[src/verilog/cpuPkg.sv]
package cpuPkg;

    // one instruction word, two field layouts
    typedef struct packed {
        logic [5:0] opcode;
        logic [4:0] rs;
        logic [4:0] rt;
        logic [4:0] rd;
        logic [4:0] shamt;
        logic [5:0] funct;
    } rType_t;

    typedef struct packed {
        logic [5:0]  opcode;
        logic [4:0]  rs;
        logic [4:0]  rt;
        logic [15:0] imm;
    } iType_t;

    typedef union packed {
        rType_t r;
        iType_t i;
    } instrWord_t;

    localparam logic [5:0] OPC_SPECIAL  = 6'h00;
    localparam logic [5:0] OPC_SPECIAL2 = 6'h1c;

    localparam logic [5:0] FN_MFHI  = 6'h10;
    localparam logic [5:0] FN_MTHI  = 6'h11;
    localparam logic [5:0] FN_MFLO  = 6'h12;
    localparam logic [5:0] FN_MTLO  = 6'h13;
    localparam logic [5:0] FN_MULT  = 6'h18;
    localparam logic [5:0] FN_MULTU = 6'h19;
    localparam logic [5:0] FN_DIV   = 6'h1a;
    localparam logic [5:0] FN_DIVU  = 6'h1b;
    localparam logic [5:0] FN_MADD  = 6'h00; // SPECIAL2 group
    localparam logic [5:0] FN_MADDU = 6'h01;
    localparam logic [5:0] FN_MSUB  = 6'h04;
    localparam logic [5:0] FN_MSUBU = 6'h05;

    localparam int MUL_STAGES = 3;
    localparam int DIV_CYCLES = 34; // load + 32 steps + fix-up

    // nine ops, so four bits
    typedef enum logic [3:0] {
        mdNop, mdMult, mdMadd, mdMsub, mdDiv, mdMthi, mdMtlo, mdMfhi, mdMflo
    } mdOp_t;

    typedef struct packed {
        mdOp_t op;
        logic  isUnsigned;
    } mdCtrl_t;

    typedef enum logic [1:0] {accSet, accAdd, accSub} accMode_t;

    typedef struct packed {
        logic [32:0] a; // already extended
        logic [32:0] b;
        accMode_t    mode;
    } mulReq_t;

    typedef struct packed {
        logic [31:0] dividend;
        logic [31:0] divisor;
        logic        isUnsigned;
    } divReq_t;

    typedef struct packed {
        logic [31:0] quotient;
        logic [31:0] remainder;
    } divRes_t;

endpackage

[src/verilog/exMultDiv.sv]
module exMultDiv (
    input  logic               clk,
    input  logic               reset,
    input  cpuPkg::instrWord_t instr,
    input  logic               instrValid,
    input  logic [31:0]        dataRs,
    input  logic [31:0]        dataRt,
    output logic               busy,
    output logic [31:0]        out
);

    cpuPkg::mdCtrl_t  ctrl;
    logic             mulStart, mulDone;
    cpuPkg::mulReq_t  mulReq;
    logic [63:0]      mulProduct;
    cpuPkg::accMode_t mulMode;
    logic             divStart, divDone;
    cpuPkg::divReq_t  divReq;
    cpuPkg::divRes_t  divRes;

    mdDecode uDecode (
        .instr(instr), .instrValid(instrValid), .ctrl(ctrl)
    );

    hiLoUnit uHiLo (
        .clk(clk), .reset(reset), .ctrl(ctrl),
        .dataRs(dataRs), .dataRt(dataRt), .busy(busy), .out(out),
        .mulStart(mulStart), .mulReq(mulReq),
        .mulDone(mulDone), .mulProduct(mulProduct), .mulMode(mulMode),
        .divStart(divStart), .divReq(divReq),
        .divDone(divDone), .divRes(divRes)
    );

    mdMultiplier uMul (
        .clk(clk), .reset(reset), .start(mulStart), .req(mulReq),
        .done(mulDone), .product(mulProduct), .mode(mulMode)
    );

    mdDivider uDiv (
        .clk(clk), .reset(reset), .start(divStart), .req(divReq),
        .done(divDone), .res(divRes)
    );

endmodule

[src/verilog/hiLoUnit.sv]
module hiLoUnit (
    input  logic             clk,
    input  logic             reset,
    input  cpuPkg::mdCtrl_t  ctrl,
    input  logic [31:0]      dataRs,
    input  logic [31:0]      dataRt,
    output logic             busy,
    output logic [31:0]      out,
    output logic             mulStart,
    output cpuPkg::mulReq_t  mulReq,
    input  logic             mulDone,
    input  logic [63:0]      mulProduct,
    input  cpuPkg::accMode_t mulMode,
    output logic             divStart,
    output cpuPkg::divReq_t  divReq,
    input  logic             divDone,
    input  cpuPkg::divRes_t  divRes
);

    logic [31:0] hi, lo;
    logic        issue;
    logic        isMul;
    logic        extRs, extRt;
    logic [63:0] accNext;

    assign issue = !busy; // ops are held by the issuer while busy
    assign isMul = (ctrl.op == cpuPkg::mdMult) || (ctrl.op == cpuPkg::mdMadd) ||
                   (ctrl.op == cpuPkg::mdMsub);

    assign mulStart = issue && isMul;
    assign divStart = issue && (ctrl.op == cpuPkg::mdDiv);

    // sign bit to the 33rd position for the signed forms
    assign extRs = !ctrl.isUnsigned && dataRs[31];
    assign extRt = !ctrl.isUnsigned && dataRt[31];

    always_comb begin
        mulReq.a = {extRs, dataRs};
        mulReq.b = {extRt, dataRt};
        case (ctrl.op)
            cpuPkg::mdMadd: mulReq.mode = cpuPkg::accAdd;
            cpuPkg::mdMsub: mulReq.mode = cpuPkg::accSub;
            default: mulReq.mode = cpuPkg::accSet;
        endcase
    end

    always_comb begin
        divReq.dividend = dataRs;
        divReq.divisor = dataRt;
        divReq.isUnsigned = ctrl.isUnsigned;
    end

    always_comb begin
        case (mulMode)
            cpuPkg::accAdd: accNext = {hi, lo} + mulProduct;
            cpuPkg::accSub: accNext = {hi, lo} - mulProduct;
            default: accNext = mulProduct;
        endcase
    end

    always_ff @(posedge clk) begin
        if (reset) begin
            busy <= 1'b0;
            hi <= '0;
            lo <= '0;
        end
        else begin
            if (mulStart || divStart) begin
                busy <= 1'b1;
            end
            else if (mulDone || divDone) begin
                busy <= 1'b0;
            end

            if (mulDone) begin
                {hi, lo} <= accNext;
            end
            else if (divDone) begin
                hi <= divRes.remainder;
                lo <= divRes.quotient;
            end
            else if (issue && ctrl.op == cpuPkg::mdMthi) begin
                hi <= dataRs;
            end
            else if (issue && ctrl.op == cpuPkg::mdMtlo) begin
                lo <= dataRs;
            end
        end
    end

    // move-from answers in the same cycle
    always_comb begin
        out = '0;
        if (issue && ctrl.op == cpuPkg::mdMfhi) begin
            out = hi;
        end
        else if (issue && ctrl.op == cpuPkg::mdMflo) begin
            out = lo;
        end
    end

endmodule

[src/verilog/mdDecode.sv]
module mdDecode (
    input  cpuPkg::instrWord_t instr,
    input  logic               instrValid,
    output cpuPkg::mdCtrl_t    ctrl
);

    always_comb begin
        ctrl.op = cpuPkg::mdNop;
        ctrl.isUnsigned = 1'b0;
        if (instrValid) begin
            if (instr.i.opcode == cpuPkg::OPC_SPECIAL) begin
                case (instr.r.funct)
                    cpuPkg::FN_MULT: ctrl.op = cpuPkg::mdMult;
                    cpuPkg::FN_MULTU: begin
                        ctrl.op = cpuPkg::mdMult;
                        ctrl.isUnsigned = 1'b1;
                    end
                    cpuPkg::FN_DIV: ctrl.op = cpuPkg::mdDiv;
                    cpuPkg::FN_DIVU: begin
                        ctrl.op = cpuPkg::mdDiv;
                        ctrl.isUnsigned = 1'b1;
                    end
                    cpuPkg::FN_MTHI: ctrl.op = cpuPkg::mdMthi;
                    cpuPkg::FN_MTLO: ctrl.op = cpuPkg::mdMtlo;
                    cpuPkg::FN_MFHI: ctrl.op = cpuPkg::mdMfhi;
                    cpuPkg::FN_MFLO: ctrl.op = cpuPkg::mdMflo;
                    default: ; // not ours
                endcase
            end
            else if (instr.i.opcode == cpuPkg::OPC_SPECIAL2) begin
                // accumulate forms
                case (instr.r.funct)
                    cpuPkg::FN_MADD: ctrl.op = cpuPkg::mdMadd;
                    cpuPkg::FN_MADDU: begin
                        ctrl.op = cpuPkg::mdMadd;
                        ctrl.isUnsigned = 1'b1;
                    end
                    cpuPkg::FN_MSUB: ctrl.op = cpuPkg::mdMsub;
                    cpuPkg::FN_MSUBU: begin
                        ctrl.op = cpuPkg::mdMsub;
                        ctrl.isUnsigned = 1'b1;
                    end
                    default: ;
                endcase
            end
        end
    end

endmodule

[src/verilog/mdDivider.sv]
module mdDivider (
    input  logic            clk,
    input  logic            reset,
    input  logic            start,
    input  cpuPkg::divReq_t req,
    output logic            done,
    output cpuPkg::divRes_t res
);

    logic        active;
    logic [5:0]  count;   // steps left
    logic [31:0] quo;     // dividend shifts out, quotient shifts in
    logic [31:0] rem;
    logic [31:0] divisor;
    logic        negQuot, negRem;
    logic [32:0] shifted;
    logic [33:0] diff;
    logic        load;

    function automatic logic [31:0] magnitude(input logic [31:0] v, input logic isSigned);
        return (isSigned && v[31]) ? -v : v;
    endfunction

    assign load = start && !active;
    assign shifted = {rem, quo[31]};
    assign diff = {1'b0, shifted} - {2'b0, divisor}; // bit 33 set means no fit

    always_ff @(posedge clk) begin
        if (reset) begin
            active <= 1'b0;
            done <= 1'b0;
            count <= '0;
        end
        else begin
            done <= 1'b0;
            if (load) begin
                active <= 1'b1;
                count <= 6'(cpuPkg::DIV_CYCLES - 2);
            end
            else if (active) begin
                if (count != 0) begin
                    count <= count - 6'd1;
                end
                else begin
                    active <= 1'b0; // fix-up cycle
                    done <= 1'b1;
                end
            end
        end
    end

    always_ff @(posedge clk) begin
        if (load) begin
            quo <= magnitude(req.dividend, !req.isUnsigned);
            divisor <= magnitude(req.divisor, !req.isUnsigned);
            rem <= '0;
            // zero divisor keeps all-ones quotient unsigned
            negQuot <= !req.isUnsigned && (req.dividend[31] ^ req.divisor[31])
                       && (req.divisor != '0);
            negRem <= !req.isUnsigned && req.dividend[31];
        end
        else if (active && count != 0) begin
            if (!diff[33]) begin
                rem <= diff[31:0];
                quo <= {quo[30:0], 1'b1};
            end
            else begin
                rem <= shifted[31:0];
                quo <= {quo[30:0], 1'b0};
            end
        end
        else if (active) begin
            res.quotient <= negQuot ? -quo : quo;
            res.remainder <= negRem ? -rem : rem; // sign follows dividend
        end
    end

endmodule

[src/verilog/mdMultiplier.sv]
module mdMultiplier (
    input  logic              clk,
    input  logic              reset,
    input  logic              start,
    input  cpuPkg::mulReq_t   req,
    output logic              done,
    output logic [63:0]       product,
    output cpuPkg::accMode_t  mode
);

    logic [cpuPkg::MUL_STAGES-1:0] validPipe;
    cpuPkg::accMode_t modePipe [cpuPkg::MUL_STAGES];

    logic signed [15:0] aHi, bHi; // a = aHi * 2^17 + aLo
    logic [16:0] aLo, bLo;
    logic signed [31:0] pHH;
    logic signed [33:0] pHL, pLH;
    logic [33:0] pLL;
    logic signed [63:0] sum;

    always_ff @(posedge clk) begin
        if (reset) begin
            validPipe <= '0;
        end
        else begin
            validPipe <= {validPipe[cpuPkg::MUL_STAGES-2:0], start};
        end
    end

    always_ff @(posedge clk) begin
        modePipe[0] <= req.mode;
        for (int s = 1; s < cpuPkg::MUL_STAGES; s++) begin
            modePipe[s] <= modePipe[s-1];
        end
    end

    always_ff @(posedge clk) begin
        aHi <= req.a[32:17];
        aLo <= req.a[16:0];
        bHi <= req.b[32:17];
        bLo <= req.b[16:0];
        pHH <= aHi * bHi;
        pHL <= aHi * $signed({1'b0, bLo});
        pLH <= $signed({1'b0, aLo}) * bHi;
        pLL <= aLo * bLo;
        product <= sum;
    end

    // low part is unsigned, zero-pad before adding
    assign sum = (pHH <<< 34) + (pHL <<< 17) + (pLH <<< 17) + $signed({30'b0, pLL});

    assign done = validPipe[cpuPkg::MUL_STAGES-1];
    assign mode = modePipe[cpuPkg::MUL_STAGES-1];

endmodule
[config.mk]
export PLATFORM = sky130hd
export DESIGN_NAME = exMultDiv
export DESIGN_NICKNAME = d
export VERILOG_FILES = /design/src/verilog/cpuPkg.sv /design/src/verilog/exMultDiv.sv /design/src/verilog/hiLoUnit.sv /design/src/verilog/mdDecode.sv /design/src/verilog/mdDivider.sv /design/src/verilog/mdMultiplier.sv
export SDC_FILE = /design/constraint.sdc
export NUM_CORES = 2
export LEC_CHECK = 0
export BUFFER_PORTS_ARGS = -buffer_cell sky130_fd_sc_hd__buf_2
export CORE_MARGIN = 2
export CORE_UTILIZATION = 40
export CTS_BUF_LIST = sky130_fd_sc_hd__clkbuf_4
export CTS_CLUSTER_SIZE = 40
export DETAILED_ROUTE_END_ITERATION = 10
export GPL_TIMING_DRIVEN = 0
export PLACE_DENSITY_LB_ADDON = 0.08
export RECOVER_POWER = 25
export SETUP_SLACK_MARGIN = 0.3
export SYNTH_ARGS = -nofsm -noshare
export SYNTH_HDL_FRONTEND = slang
export SYNTH_SLANG_ARGS = --single-unit
[constraint.sdc]
create_clock -name clk -period 8.1 [get_ports clk]
set_clock_uncertainty 0.2 [all_clocks]
set_input_delay 1.62 -clock clk [delete_from_list [all_inputs] [get_ports clk]]
set_output_delay 1.62 -clock clk [all_outputs]
set_load 0.03 [all_outputs]
==> results by group <==
Layout
  – Area Growth Syn to Fin: 8.822%
  – Fin util: 43.89%
  – Design Area, Final: 70640 um^2
  – Share of cells above drive strength 1: 6.675%
  – Final net count: 9133

Worst setup path
  – Peak fanout along the critical path: 10
  – RR Startpoint: uMul.bHi[1]
  – Crit. End Element: register
  – R2r endpoint: uMul.pLH[30]
  – Setup Crit Path Kind: reg -> reg
  – Reg2Reg Setup Slack: 0.44 ns
  – R2r worst-path depth: 23
  – Worst Path Required: 8.98 ns
  – CP arrival: 8.55 ns
  – Startpoint types: register

Synthesis
  – Distinct cells, synth: 79
  – Register area share after synthesis: 17.61%
  – Top-count cell post-synth: inv_1
  – Post-Syn Area per Cell: 8.961 um^2
  – Synth top area cells: fa_1 29%, dfxtp_1 12%, ha_1 11%
  – Post-synthesis register bit count: 506
  – Mapped cell area: 64910 um^2
  – Cell taking the most area after synthesis: fa_1
  – Synth Instances: 7244
  – YS warnings: 0
  – Primary FF master, synth: dfxtp_1
  – Number of synthesized flops with an enable pin: 130
  – Share of the synthesized area in the top cell type: 28.90%
  – Synth async-reset ratio: 0%
  – Syn nets: 8864
  – Synth cell count leaders: 1173 x inv_1, 937 x fa_1, 780 x nand2_1

STA
  – Final number of setup-violating endpoints: 0
  – Peak Freq: 130.5 MHz
  – Slew Viols, Final: 66
  – Worst-margin pin slew: 4.034 ns
  – Setup slack after layout: 0.4358 ns
  – Unrepaired setup endpoints after global routing: true
  – Hold Vio Cnt, Final: 0
  – Slew Limit Headroom: -168.9%
  – Final Critical Period: 7.664 ns
  – Final worst-path cycle share: 94.62%
  – Setup TNS: 0 ns

Power and ir drop
  – Clock power frac: 7.7%
  – P_int: 15740 uW
  – Static leakage: 0.03335 uW
  – Comb pwr share: 79.7%
  – Sw Ratio: 53.90%
  – PwrDens: 483.4 nW/um^2
  – VDD IR-drop max: 833.9 uV
  – Switching pwr: 18400 uW
  – Share of power burned in registers: 12.7%

Global routing
  – Pin count of the biggest net entering global routing: 66
  – First-pass GRT wire length: 370200 um
  – GRT Util Overall: 31.26%
  – Gr ovfl total: 0
  – Initial antenna violation count: 39
  – Vias in the first global route: 53.99k

Placed design
  – GP Congestion: 0.9874
  – Port buffer count: 111
  – Detailed placement HPWL: 212400 um
  – Post-DP Area: 68210 um^2
  – Dpl ws: -1.241 ns

Floorplanning
  – Std-Cell Rows: 147
  – Die Wd: 406.9 um
  – DIE HEIGHT: 406.9 um
  – Total Die Area: 165500 um^2
  – # IOs: 132
  – Initial Util: 40.34%
  – Core footprint: 160900 um^2

Clocking
  – Worst-Skew Late Latency: 1.24 ns
  – Clock slew at reported path FFs: 0.08 ns
  – CTS max path bufs: 3
  – # clock sinks: 506
  – Post-cts sizing count: 151
  – H-tree depth: 4
  – Clock root cell: clkbuf_4
  – Num CTS Buffers: 153
  – TritonCTS clock tree: built
  – Postcts setup bufs: 0
  – Hold buffers post-CTS: 0

Detailed routing
  – DR vias: 52.80k
  – DRT iter0 DRCs: 4023
  – TritonRoute pass-1 iters: 6
  – Final WL: 256300 um
  – Final ANT Viol Nets: 0
  – Via-per-instance ratio: 5.379
  – WL/cell: 26.11 um
  – DRC violations left: 0

Job
  – MaxCap Viol Count: 1

Min path
  – Hold-critical path depth: 0
  – Worst Min Path Start: uMul.modePipe[0][3]
  – Hold crit path type: reg -> reg
  – Hold endpoint: uMul.modePipe[0][5]

Status
  – Status: finished with violations
  – Failing checks: max-capacitance violations, max-slew violations
-- through the flow --
stage,power (uW),instances,hold WS (ns)
2_1_floorplan,22600,7244,0.1096
3_3_place_gp,30840,9515,0.1101
3_5_place_dp,30950,9518,0.1121
4_1_cts,33930,9800,0.09646
5_1_grt,37650,9807,0.09285
6_report,34150,9816,0.06160
-- power by group through the flow --
stage	Combinational, uW	Sequential, uW	Clock [uW]
after floorplan	18700	3890	0
after global placement	26500	4360	0
after detailed placement	26600	4360	0
after CTS	26900	4300	2700
after global routing	30500	4350	2820
final	27200	4320	2630
-- placed cells by master (no fill, tap or decap), types with 28 or more instances in the layout --
| cell type | n |
|---|---|
| a22o_1 | 34 |
| nand2b_1 | 52 |
| clkbuf_2 | 88 |
| or3_1 | 35 |
| o21ai_0 | 235 |
| a2111oi_0 | 39 |
| edfxtp_1 | 130 |
| and2_1 | 515 |
| xnor2_1 | 319 |
| nor3_1 | 69 |
| a211oi_1 | 76 |
| o21a_1 | 46 |
| nand2_1 | 780 |
| nand4_1 | 29 |
| a31oi_1 | 32 |
| nor2b_1 | 64 |
| inv_1 | 1173 |
| mux2i_1 | 28 |
| clkbuf_1 | 241 |
| and3_1 | 31 |
| dfxtp_1 | 344 |
| xor2_1 | 108 |
| clkbuf_4 | 228 |
| nor2_1 | 342 |
| a21oi_1 | 337 |
| buf_2 | 57 |
| nand3_1 | 84 |
| a21o_1 | 119 |
| fa_1 | 937 |
| ha_1 | 584 |
| o31ai_1 | 43 |
| clkinv_1 | 46 |
| o21bai_1 | 34 |
-- flip-flops by register name (all words and copies together) (netlist names), 30 cells and up --
signal,flops
uDiv.res,64
uMul.product,64
uMul.pHL,34
uMul.pLH,34
uMul.pLL,34
uDiv.divisor,32
uDiv.quo,32
uDiv.rem,32
uHiLo.hi,32
uHiLo.lo,32
uMul.pHH,30
-- area by class of cell --
cell class | instances | area [um^2]
Clock inverter | 76 | 460.4
Antenna cell | 16 | 40.04
Tap cell | 2160 | 2703
Multi-Input combinational cell | 5240 | 47960
Inverter | 1176 | 4415
Clock buffer | 206 | 1546
Timing Repair Buffer | 114 | 499.2
Fill cell | 16270 | 90290
Sequential cell | 506 | 11500
Buffer | 322 | 1518
-- critical path, cell delays in order (launching register included) --
cell and delay (ns):
dfxtp_4 0.49, buf_4 0.31, nand2_1 0.16, fa_1 0.54, fa_1 0.53, fa_1 0.55, inv_1 0.07, fa_1 0.50
fa_1 0.50, inv_1 0.05, fa_1 0.48, inv_1 0.04, ha_1 0.36, nand4_1 0.18, nor2_1 0.07, a211o_1 0.38
o2111ai_2 0.35, a41oi_4 0.21, or4_4 0.49, a311oi_2 0.25, o21bai_1 0.17, a21o_1 0.21, a21oi_1 0.22, xnor2_2 0.23
-- worst max-delay path by stage --
| stage | from | to | cells after the start |
|---|---|---|---|
| 2_1_floorplan | uMul.aLo[11] | uMul.pLH[31] | 23 |
| 3_3_place_gp | uMul.bHi[1] | uMul.pLH[33] | 23 |
| 3_5_place_dp | uMul.bHi[1] | uMul.pLH[33] | 23 |
| 4_1_cts | uMul.bLo[5] | uMul.pLL[31] | 23 |
| 5_1_grt | uMul.bHi[5] | uMul.pHH[28] | 24 |
| 6_report | uMul.bHi[1] | uMul.pLH[30] | 23 |
-- logic make-up (layout without fill, tap and decap cells) --
kind of cell    Yosys count  after routing  synth area share, %
mux                      31             31               0.4838
flops                   506            506                17.61
compound gates         1143           1143                11.31
buf+inv                1498           1894                8.662
simple gates           2115           2115                15.98
other cells               0             16                    0
xor+xnor                430            430                5.802
fa+ha+maj              1521           1521                40.15
-- routing by layer --
layer	global-route usage (%)	routed length [um]
met1	40.04	107300
met2	50.45	117400
met4	17.04	15880
met3	5.074	15680
met5	0	92
Note: power is estimated with default switching activity, not from simulation.
